$ cat config.mk
export PLATFORM = sky130hd
export DESIGN_NAME = asg_bus_readback
export DESIGN_NICKNAME = d
export VERILOG_FILES = /design/src/design/asg_pkg.sv /design/src/design/asg_bus_readback.sv
export VERILOG_INCLUDE_DIRS = /design/src /design/src/design
export SDC_FILE = /design/constraint.sdc
export NUM_CORES = 1
export LEC_CHECK = 0
export ABC_CLOCK_PERIOD_IN_PS = 3300
export BUFFER_PORTS_ARGS = -buffer_cell sky130_fd_sc_hd__buf_2
export CAP_MARGIN = 20
export CORE_AREA = 3 3 178 180
export CTS_CLUSTER_SIZE = 24
export DETAILED_ROUTE_END_ITERATION = 7
export DIE_AREA = 0 0 181 183
export RECOVER_POWER = 50
export SETUP_SLACK_MARGIN = 0.15
export SLEW_MARGIN = 15
export SYNTH_ARGS = -nofsm -noshare
export SYNTH_HDL_FRONTEND = slang
export SYNTH_SLANG_ARGS = --single-unit
$ cat constraint.sdc
create_clock -name sys_clk -period 3.3 [get_ports sys_clk]
set_clock_uncertainty 0.05 [all_clocks]
set_input_delay 0.495 -clock sys_clk [delete_from_list [all_inputs] [get_ports sys_clk]]
set_output_delay 0.495 -clock sys_clk [all_outputs]
set_load 0.02 [all_outputs]
$ cat src/design/asg_params.svh
// asg widths, defaults and register map
`ifndef ASG_PARAMS_SVH
`define ASG_PARAMS_SVH

`define ASG_RSZ        14                  // table address width
`define ASG_DW         14                  // sample and dac width
`define ASG_FRAC       16                  // pointer fraction bits
`define ASG_AW         20                  // decoded bus address bits

`define ASG_AMP_ONE    14'h2000            // unity gain
`define ASG_AMP_SHIFT  13
`define ASG_SIZE_RST   {(`ASG_RSZ+`ASG_FRAC){1'b1}}

// ----------------------------------------
// register offsets
`define ASG_A_CTRL     20'h00000           // shared by both channels
`define ASG_A_AMP      20'h00004
`define ASG_B_AMP      20'h00024
`define ASG_A_SIZE     20'h00008
`define ASG_B_SIZE     20'h00028
`define ASG_A_OFS      20'h0000C
`define ASG_B_OFS      20'h0002C
`define ASG_A_STEP     20'h00010
`define ASG_B_STEP     20'h00030
`define ASG_A_RPNT     20'h00060
`define ASG_B_RPNT     20'h00064

`define ASG_BUF_A_SEL  4'h1                // address bits 19:16
`define ASG_BUF_B_SEL  4'h2
`define ASG_BUF_RD_LAT 4                   // buffer read ack delay

`define ASG_SRC_SW     3'd1
`define ASG_SRC_EXT    3'd2

`endif

$ cat src/design/asg_pkg.sv
// asg shared types
`default_nettype none
`include "asg_params.svh"

package asg_pkg;

  typedef struct packed {
    logic [31:0] addr;
    logic [31:0] wdata;
    logic        wen;                      // single cycle write strobe
    logic        ren;                      // single cycle read strobe
  } asg_bus_req_t;

  // one channel half of the control word
  typedef struct packed {
    logic [3:0]  rsv_hi;                   // 15:12
    logic        temp;                     // temperature status
    logic        talm;                     // latched alarm
    logic        tpen;                     // protection enable
    logic        rsv_gate;
    logic        zero;                     // force output to 0
    logic        rst;                      // hold channel idle
    logic        once;
    logic        wrap;
    logic        rsv_lo;
    logic [2:0]  src;                      // trigger source
  } asg_ch_ctrl_t;

  typedef union packed {
    logic [31:0] raw;
    struct packed {
      asg_ch_ctrl_t b;                     // bits 31:16
      asg_ch_ctrl_t a;                     // bits 15:0
    } ch;
  } asg_ctrl_word_u;

  typedef struct packed {
    logic [`ASG_DW-1:0]            amp;    // unsigned with 0x2000 as unity
    logic [`ASG_DW-1:0]            dc;     // signed output offset
    logic [`ASG_RSZ+`ASG_FRAC-1:0] size;   // last pointer value
    logic [31:0]                   ofs;    // start pointer
    logic [31:0]                   step;
    asg_ch_ctrl_t                  ctrl;
  } asg_cfg_t;

  typedef struct packed {
    logic                we;
    logic [`ASG_RSZ-1:0] addr;
    logic [`ASG_DW-1:0]  data;
  } asg_buf_wr_t;

endpackage

`default_nettype wire

$ cat src/design/asg_bus_readback.sv
// asg bus readback
`timescale 1ns/1ps
`default_nettype none
`include "asg_params.svh"

module asg_bus_readback (
  input  wire                            sys_clk,
  input  wire                            sys_rstn,
  input  wire asg_pkg::asg_bus_req_t     bus_i,
  input  wire asg_pkg::asg_cfg_t         cfg_a_i,
  input  wire asg_pkg::asg_cfg_t         cfg_b_i,
  input  wire [1:0]                      temp_prot_i,
  input  wire [`ASG_RSZ+`ASG_FRAC-1:0]   rpnt_a_i,
  input  wire [`ASG_RSZ+`ASG_FRAC-1:0]   rpnt_b_i,
  input  wire [`ASG_DW-1:0]              buf_a_rdata_i,
  input  wire [`ASG_DW-1:0]              buf_b_rdata_i,
  output logic [31:0]                    sys_rdata_o,
  output logic                           sys_ack_o
);

  localparam int RSZ  = `ASG_RSZ;
  localparam int DW   = `ASG_DW;
  localparam int FRAC = `ASG_FRAC;
  localparam int LAT  = `ASG_BUF_RD_LAT;

  logic [`ASG_AW-1:0]      adr;
  logic [3:0]              sel;
  logic                    strobe;
  logic                    buf_hit;
  logic                    reg_ack;
  logic                    buf_b_q;        // last buffer access went to table b
  logic                    wr_dly;
  logic [LAT-2:0]          rd_dly;
  asg_pkg::asg_ctrl_word_u ctrl_rd;
  logic [31:0]             reg_rdata;

  assign adr     = bus_i.addr[`ASG_AW-1:0];
  assign sel     = bus_i.addr[`ASG_AW-1:RSZ+2];
  assign strobe  = bus_i.wen || bus_i.ren;
  assign buf_hit = (sel == `ASG_BUF_A_SEL) || (sel == `ASG_BUF_B_SEL);
  assign reg_ack = strobe && !buf_hit;

  // status bits ride on the stored control halves
  always_comb begin
    ctrl_rd.ch.a      = cfg_a_i.ctrl;
    ctrl_rd.ch.a.temp = temp_prot_i[0];
    ctrl_rd.ch.b      = cfg_b_i.ctrl;
    ctrl_rd.ch.b.temp = temp_prot_i[1];
  end

  always_comb begin
    case (adr)
      `ASG_A_CTRL: reg_rdata = ctrl_rd.raw;
      `ASG_A_AMP:  reg_rdata = {{(16-DW){1'b0}}, cfg_a_i.dc, {(16-DW){1'b0}}, cfg_a_i.amp};
      `ASG_B_AMP:  reg_rdata = {{(16-DW){1'b0}}, cfg_b_i.dc, {(16-DW){1'b0}}, cfg_b_i.amp};
      `ASG_A_SIZE: reg_rdata = {{(32-RSZ-FRAC){1'b0}}, cfg_a_i.size};
      `ASG_B_SIZE: reg_rdata = {{(32-RSZ-FRAC){1'b0}}, cfg_b_i.size};
      `ASG_A_OFS:  reg_rdata = cfg_a_i.ofs;
      `ASG_B_OFS:  reg_rdata = cfg_b_i.ofs;
      `ASG_A_STEP: reg_rdata = cfg_a_i.step;
      `ASG_B_STEP: reg_rdata = cfg_b_i.step;
      `ASG_A_RPNT: reg_rdata = {{(30-RSZ){1'b0}}, rpnt_a_i[RSZ+FRAC-1:FRAC], 2'b00};
      `ASG_B_RPNT: reg_rdata = {{(30-RSZ){1'b0}}, rpnt_b_i[RSZ+FRAC-1:FRAC], 2'b00};
      default:     reg_rdata = '0;         // unmapped
    endcase
  end

  // ----------------------------------------
  // acknowledge timing
  always_ff @(posedge sys_clk) begin
    if (!sys_rstn) begin
      sys_ack_o <= 1'b0;
      wr_dly    <= 1'b0;
      rd_dly    <= '0;
    end else begin
      wr_dly    <= bus_i.wen && buf_hit;
      rd_dly    <= {rd_dly[LAT-3:0], bus_i.ren && buf_hit};
      sys_ack_o <= reg_ack || wr_dly || rd_dly[LAT-2];
    end
  end

  always_ff @(posedge sys_clk) begin
    if (strobe && buf_hit) begin
      buf_b_q <= (sel == `ASG_BUF_B_SEL);
    end
    if (reg_ack) begin
      sys_rdata_o <= reg_rdata;
    end else if (rd_dly[LAT-2]) begin
      sys_rdata_o <= {{(32-DW){1'b0}}, buf_b_q ? buf_b_rdata_i : buf_a_rdata_i};
    end
  end

endmodule

`default_nettype wire

**Word-level counts from Yosys, hierarchy flattened**

Cells that the tools add are included.

- $add $sub $neg: 0
- Multiply operators: 0
- Divide/modulo/power cells: 0
- Order comparisons: 0
- Equality and inequality tests: 12
- Shifts and indexed selects: 0
- Multiplexer cells: 4
- Bitwise operators: 0
- Reductions and logical operators: 11

Operators with widths:

| kind | number |
|---|---|
| $pmux W32 S11 | 1 |
| $eq A20 B6 Y1 const B | 4 |
| $mux W32 | 2 |
| $eq A20 B4 Y1 const B | 2 |
| $eq A20 B7 Y1 const B | 2 |
| $eq A20 B3 Y1 const B | 1 |
| $eq A20 B5 Y1 const B | 1 |
| $logic_not A20 Y1 | 1 |
| $mux W14 | 1 |
| $eq A4 B1 Y1 const B | 1 |
| $eq A4 B2 Y1 const B | 1 |
| $logic_and A1 B1 Y1 | 4 |
| $logic_or A1 B1 Y1 | 4 |
| $reduce_bool A2 Y1 | 1 |
| $logic_not A1 Y1 | 1 |

- Bits in registers: 38
- Latch bits: 0
- Memory bits (writable): 0
- Bits in read-only memories: 0
- Input bits: 434
- Output and inout bits: 33
- Word-level logic and storage cells: 32
- Memories kept: 0

**Depth between registers and ports, before layout**

Gate-level depths: netlist of run 1.

- Depth in word-level cells: 6
- Gate-level depth with buffers: 7
- Depth with buffers taken out: 5

**Worst setup path before layout of run 1**

OpenSTA, ideal clock, no wires.

- Kind: in2reg
- Start: input port bus_i[39] in the netlist's numbering
- End: register sys_rdata_o[6] (data pin)
- Setup time: 0.279 ns
- Arrival: 2.069 ns
- Data required time: 2.971 ns
- Setup slack: 0.902 ns
- Cell stages on the path: 7
- Path buffers: 3
- Cell sequence: buf_2 clkbuf_1 buf_1 mux2i_1 nor3_1 a2111oi_0 a32oi_1

- Word-level cells in the longest chain between the ends: 3
- Elaborated cells on any way between the ends: 13
- Classes of those cells: eq/ne (10); mux (2); reduce/logical (1)

Ends and longest elaborated chain:

| what | RTL line | source |
|---|---|---|
| start: declaration | asg_bus_readback.sv:9 | `input wire asg_pkg::asg_bus_req_t bus_i,` |
| $eq A20 B7 Y1 (tied with other cells) | asg_bus_readback.sv:52 | `case (adr)` |
| $pmux W32 S11 * | asg_bus_readback.sv:52 |  |
| $mux W32 * | asg_bus_readback.sv:86 | `if (reg_ack) begin` |
| end signal: assignment | asg_bus_readback.sv:87 | `sys_rdata_o <= reg_rdata;` |
| end signal: assignment | asg_bus_readback.sv:89 | `sys_rdata_o <= {{(32-DW){1'b0}}, buf_b_q ? buf_b_rdata_i : buf_a_rdata_i};` |
| end: declaration | asg_bus_readback.sv:17 | `output logic [31:0] sys_rdata_o,` |

Mark *: on every way between the ends. The rest lies on a longest branch, timed or not.
A chain may end at the register's enable or synchronous reset.

**Worst setup path after layout of run 1**

- Start: input port bus_i[50] in the netlist's numbering
- End: register sys_rdata_o[12], enable pin

- Word-level cells in the longest chain between the ends: 5
- Elaborated cells on any way between the ends: 6
- Classes of those cells: eq/ne (2); reduce/logical (4)

Ends and longest elaborated chain:

| what | RTL line | source |
|---|---|---|
| $eq A4 B1 Y1 (no source line) / $eq A4 B2 Y1 (equally long branches) | -- |  |
| $logic_or A1 B1 Y1 * | asg_bus_readback.sv:40 | `` assign buf_hit = (sel == `ASG_BUF_A_SEL) \|\| (sel == `ASG_BUF_B_SEL); `` |
| $logic_not A1 Y1 * | asg_bus_readback.sv:41 | `assign reg_ack = strobe && !buf_hit;` |
| $logic_and A1 B1 Y1 * | asg_bus_readback.sv:41 |  |
| $reduce_bool A2 Y1 (no source line) * | -- |  |

Marks and branches as above.

==> results of run 1 <==
[worst reg2reg max path, stage by stage (launching register included)]
cell     delay [ns]
dfxtp_1        0.30
or2_0          1.17
buf_12         0.28
[where the power goes]
| part | leakage [uW] | internal (uW) | switching (uW) |
|---|---|---|---|
| combinational | 0.00253 | 291 | 305 |
| clock | 0.0000940 | 436 | 242 |
| sequential | 0.000394 | 561 | 12.9 |
| total | 0.00301 | 1290 | 560 |
[Yosys cell counts (all sizes together)]
master / count
inv: 2
nor2: 21
nor4b: 3
or2: 2
a32oi: 5
nor2b: 1
a21oi: 11
nor3: 29
a22oi: 51
and3: 12
o21bai: 1
nor4bb: 1
o41ai: 1
xnor2: 1
dfxtp: 5
a221oi: 21
a211oi: 2
nor3b: 2
edfxtp: 33
nand2: 16
o21a: 1
mux2: 74
a311o: 2
a222oi: 11
o21ai: 6
and2: 6
xor2: 1
clkbuf: 20
nand4: 4
a2111oi: 13
mux2i: 29
nand2b: 2
nor4: 11
buf: 16
and4: 2
a31oi: 13
nand3: 3
[registers in the layout (all words and copies together), names as in the netlist]
register,count
sys_ack_o,1
rd_dly,3
sys_rdata_o,32
wr_dly,1
buf_b_q,1
[cells by family (layout without fill, tap and decap cells)]
logic type | Yosys count | after routing | synth area share
xor gates and xnor gates | 2 | 2 | 0.00417
AOI/OAI and AO/OA | 138 | 138 | 0.257
DFF | 38 | 38 | 0.260
and+or+nand+nor | 115 | 115 | 0.172
buffers and inverters | 38 | 442 | 0.0396
muxes | 103 | 103 | 0.268
other | 0 | 3 | 0
[metrics by stage]
step                hold WS, ns   util  worst slack, ns
global placement          0.361  0.226            0.234
finish                    0.381  0.231            0.484
detailed placement        0.364  0.226            0.281
floorplan                 0.356      -            0.902
global route              0.387  0.231            0.240
CTS                       0.383  0.232            0.533
[layout make-up]
type	instances	area, um^2
inverters	2	7.51
diodes	3	7.51
multi-input cells	358	2980
fillers	3364	23300
flip-flops and latches	38	1090
repair buffers	432	2240
clock inverters	3	68.8
clock buffers	5	125
well taps	396	495
[metal layers]
layer | track usage | vias to the layer above | share of wire | routed length [um]
li1 | - | 2635 | - | -
met1 | 0.213 | 2767 | 0.43 | 12000
met2 | 0.249 | 313 | 0.47 | 13000
met3 | 0.0270 | 33 | 0.075 | 2070
met4 | 0.0430 | 2 | 0.019 | 532
met5 | 0 | - | 0.00047 | 13
[worst paths after layout]
path,slack [ns],start,cells after the start,endpoint
min reg2reg,0.38,rd_dly[0],1,rd_dly[1]
min,0.38,rd_dly[0],1,rd_dly[1]
max,0.48,bus_i[50],6,sys_rdata_o[12]
max reg2reg,1.17,rd_dly[2],2,sys_rdata_o[12]
[layout by cell type, fill, tap and decap left out, types with 11 or more instances in the layout]
cell | Yosys | final
and3_1 | 12 | 12
a21oi_1 | 11 | 11
a31oi_1 | 13 | 13
nor2_1 | 15 | 14
a221oi_1 | 21 | 21
mux2_2 | 74 | 74
nand2_1 | 16 | 16
clkbuf_1 | 20 | 35
buf_2 | 13 | 353
buf_4 | 0 | 43
nor3_1 | 28 | 26
a22oi_1 | 51 | 51
mux2i_1 | 29 | 29
a222oi_1 | 11 | 11
edfxtp_1 | 33 | 33
a2111oi_0 | 13 | 13
==> impl_metrics.csv, run 1 <==
group,metric,value,unit
drt,vias_per_cell,4.65,
setup_path,startpoint_type,"primary input",
cts,cts_root_buf,"clkbuf_16",
setup_path,max_stage_delay,1.21,ns
drt,first_iter_violations,431,
timing,finalCriticalPeriod,2.82,ns
pwr,powerDensity,263,nW/um^2
floorplan,initial_utilization,0.138,
global_routing,overflow,0,
cts,clkTransAtPathRegs,0.08,ns
cells_and_area,final_cells,1237,
timing,fin_tns_setup,0,ns
timing,hold_viol_final,0,
setup_path,critical-path-top-delay-family,"simple AND/OR/NAND/NOR gates",
min_path,holdCritPathClass,"reg -> reg",
timing,setup_violations,0,
timing,finalCritPeriodShare,0.853,
pwr,power_leakage,0.00301,uW
timing,timing.fmax,0.355,GHz
cells_and_area,finalInstanceArea,7010,um^2
logic_synthesis,syn_avg_cell_area,9.68,um^2
cts,htreeDepth,2,
cts,cts_tree,"yes",
cells_and_area,layout-drive-gt1-share,0.600,
drt,wl,27600,um
logic_synthesis,syn_nets,868,
drt,drt_first_pass_iters,6,
cts,clock_sinks,38,
logic_synthesis,syn_inst,434,
floorplan,num_io_pins,467,
cts,cts_buffers,5,
timing,tightest_slew,1.61,ns
drt,drc,0,
logic_synthesis,synth_seq_cells,38,
drt,ant_nets,0,
logic_synthesis,yosysWarnings,0,
flow_run,maxCapViolCount,1,
global_routing,grt_first_pass_wirelength,37600,um
setup_path,crit_buf_inv,3,
cts,clkLatencyLatePin,0.30,ns
floorplan,dieArea,33100,um^2
place,place_congestion,0.857,
global_routing,grt_pass1_vias,5743,
pwr,total_power,1850,uW
run_status,status,"finished with violations",
setup_path,critPathRequiredTime,3.25,ns
setup_path,critPathSlowestCell,"or2_0",
cts,post_cts_buffers,0,
cells_and_area,nets,1271,
drt,vias,5750,
global_routing,grt_antenna_before_repair,4,
floorplan,fp-row-count,64,
pwr,ir_worst_vdd,0.150,mV
logic_synthesis,yosysSeqAreaShare,0.260,
cts,postCtsResizedCells,0,
global_routing,grt_use_total,0.154,
setup_path,path_cells,"clkbuf_1, xor2_1, a21oi_1, buf_4, or2_0, buf_12",
place,dp.cells,1226,
logic_synthesis,synth_area_leader_cell,"edfxtp_1",
setup_path,crit_path_end_kind,"flop",
floorplan,core_area,30300,um^2
timing,drv_slew,14,
timing,max_slew_margin,-0.0733,
setup_path,critical_path_class,"in -> reg",
cells_and_area,syn_to_final_growth,67.0,%
floorplan,die_w,181,um
logic_synthesis,ys_types,47,
global_routing,grt_max_degree,33,
timing,rsz0062_at_grt,"false",
cts,ctsHoldBuffers,0,
cts,clockBufferDepth,2,
place,postPlaceCellArea,6860,um^2
logic_synthesis,netlist_area,4200,um^2
setup_path,arrival,2.77,ns
place,dp_hpwl,23000,um
setup_path,crit_fanout,20,
place,portBuffers,388,
floorplan,die_h,183,um
logic_synthesis,synth_top_area_frac,0.236,
drt,wl_per_cell,22.3,um
logic_synthesis,synth.top_cells.by_area,"edfxtp_1 (24%), mux2_2 (20%), a22oi_1 (9.1%)",
run_status,violations,"max-capacitance violations, max-slew violations",
(Power assumes the default switching activity.)
==> run 2: changes to the inputs <==
--- a/config.mk
+++ b/config.mk
@@ -13,6 +13,7 @@
 export CTS_CLUSTER_SIZE = 24
 export DETAILED_ROUTE_END_ITERATION = 7
 export DIE_AREA = 0 0 181 183
+export PLACE_DENSITY = 0.37
 export RECOVER_POWER = 50
 export SETUP_SLACK_MARGIN = 0.15
 export SLEW_MARGIN = 15
==> impl_metrics.csv, run 2 (synthesis results as in run 1) <==
group,metric,value,unit
cells_and_area,nets,1264,
setup_path,critical_path_class,"in -> reg",
global_routing,overflow,0,
run_status,status,"finished with violations",
drt,ant_nets,0,
timing,drv_slew,0,
floorplan,initial_utilization,0.138,
drt,drc,0,
floorplan,die_h,183,um
drt,vias_per_cell,4.45,
cts,clock_sinks,38,
run_status,violations,"max-capacitance violations",
drt,vias,5468,
cells_and_area,regMostFlops,"sys_rdata_o",
cells_and_area,largest_reg_flops,32,
cells_and_area,final_cells,1229,
cts,clkLatencyLatePin,0.29,ns
place,dp.cells,1219,
setup_path,r2r_cells,2,
cells_and_area,largestRegisters,"sys_rdata_o x32, rd_dly x3",
global_routing,grt_pass1_vias,5742,
drt,wl,27800,um
floorplan,fp-row-count,64,
timing,hold_viol_final,0,
flow_run,maxCapViolCount,1,
setup_path,crit_fanout,21,
cts,clockBufferDepth,2,
place,dp_hpwl,23100,um
floorplan,core_area,30300,um^2
cts,ctsHoldBuffers,0,
drt,first_iter_violations,228,
cts,htreeDepth,2,
cts,cts_buffers,5,
timing,rsz0062_at_grt,"false",
cells_and_area,num-fill-cells,3433,
timing,fin_tns_setup,0,ns
cells_and_area,layout-drive-gt1-share,0.594,
cells_and_area,mostFrequentLayoutCell,"buf_2",
setup_path,arrival,2.77,ns
timing,max_slew_margin,0.00344,
pwr,total_power,1670,uW
timing,timing.fmax,0.373,GHz
global_routing,grt_first_pass_wirelength,38400,um
min_path,holdCritPathClass,"reg -> reg",
global_routing,grt_use_total,0.158,
cts,cts_root_buf,"clkbuf_16",
floorplan,dieArea,33100,um^2
cts,clkTransAtPathRegs,0.06,ns
floorplan,num_io_pins,467,
setup_path,startpoint_type,"primary input",
drt,wl_per_cell,22.6,um
drt,drt_first_pass_iters,5,
timing,setup_slack,0.616,ns
cells_and_area,most-common-layout-cells,"buf_2 (352), mux2_2 (74), a22oi_1 (51)",
global_routing,grt_antenna_before_repair,4,
timing,finalCritPeriodShare,0.813,
timing,setup_violations,0,
cts,post_cts_buffers,0,
cts,cts_tree,"yes",
setup_path,crit_path_end_kind,"flop",
timing,finalCriticalPeriod,2.68,ns
pwr,power_leakage,0.00298,uW
min_path,min_path_cells,1,
floorplan,die_w,181,um
global_routing,grt_max_degree,34,
cells_and_area,syn_to_final_growth,65.4,%
setup_path,critPathRequiredTime,3.39,ns
place,portBuffers,388,
place,place_congestion,0.733,
timing,tightest_slew,1.49,ns
place,preCtsSetupSlack,0.340,ns
pwr,powerDensity,240,nW/um^2
cts,postCtsResizedCells,0,
pwr,ir_worst_vdd,0.155,mV
==> run 2: per-layer routing <==
layer | global-route usage | wire length (um) | vias to the layer above
met2 | 0.277 | 13800 | 239
met3 | 0.0307 | 1700 | 19
met5 | 0 | 27 | -
li1 | - | - | 2624
met1 | 0.200 | 11900 | 2582
met4 | 0.0390 | 432 | 4
==> run 2: where the power goes <==
part           switching (uW)  internal, uW
registers                9.74           561
clock network             231           277
logic                     295           292
==> run 2: path summary, 6_finish.rpt <==
kind | slack [ns] | startpoint | to
worst max register to register | 1.24 | rd_dly[2] | sys_rdata_o[11]
worst min register to register | 0.38 | rd_dly[0] | rd_dly[1]
worst max-delay path | 0.62 | bus_i[35] | sys_rdata_o[1]
worst min-delay path | 0.38 | rd_dly[0] | rd_dly[1]
==> run 2: layout make-up <==
class | instances | area [um^2] | share of cell area
Antenna cell | 2 | 5.00 | 0.000720
Clock buffer | 5 | 125 | 0.0180
Clock inverter | 3 | 16.3 | 0.00234
Inverter | 2 | 7.51 | 0.00108
Multi-Input combinational cell | 358 | 2980 | 0.429
Sequential cell | 38 | 1090 | 0.157
Tap cell | 396 | 495 | 0.0713
Timing Repair Buffer | 425 | 2230 | 0.321
==> run 2: worst max-delay path, stage by stage <==
cell and delay [ns]:
buf_2 0.12, nor4_1 0.57, nand4_4 0.43, nor4_1 0.80, a221oi_1 0.12, a22oi_1 0.22
==> run 2: per-stage QoR <==
| stage | hold WS (ns) | instance area, um^2 | util |
|---|---|---|---|
| finish | 0.381 | 6950 | 0.229 |
| detailed placement | 0.369 | 6850 | 0.226 |
| CTS | 0.385 | 6990 | 0.230 |
| global placement | 0.357 | 6850 | 0.226 |
| floorplan | 0.356 | 4200 | - |
| global route | 0.390 | 6950 | 0.229 |
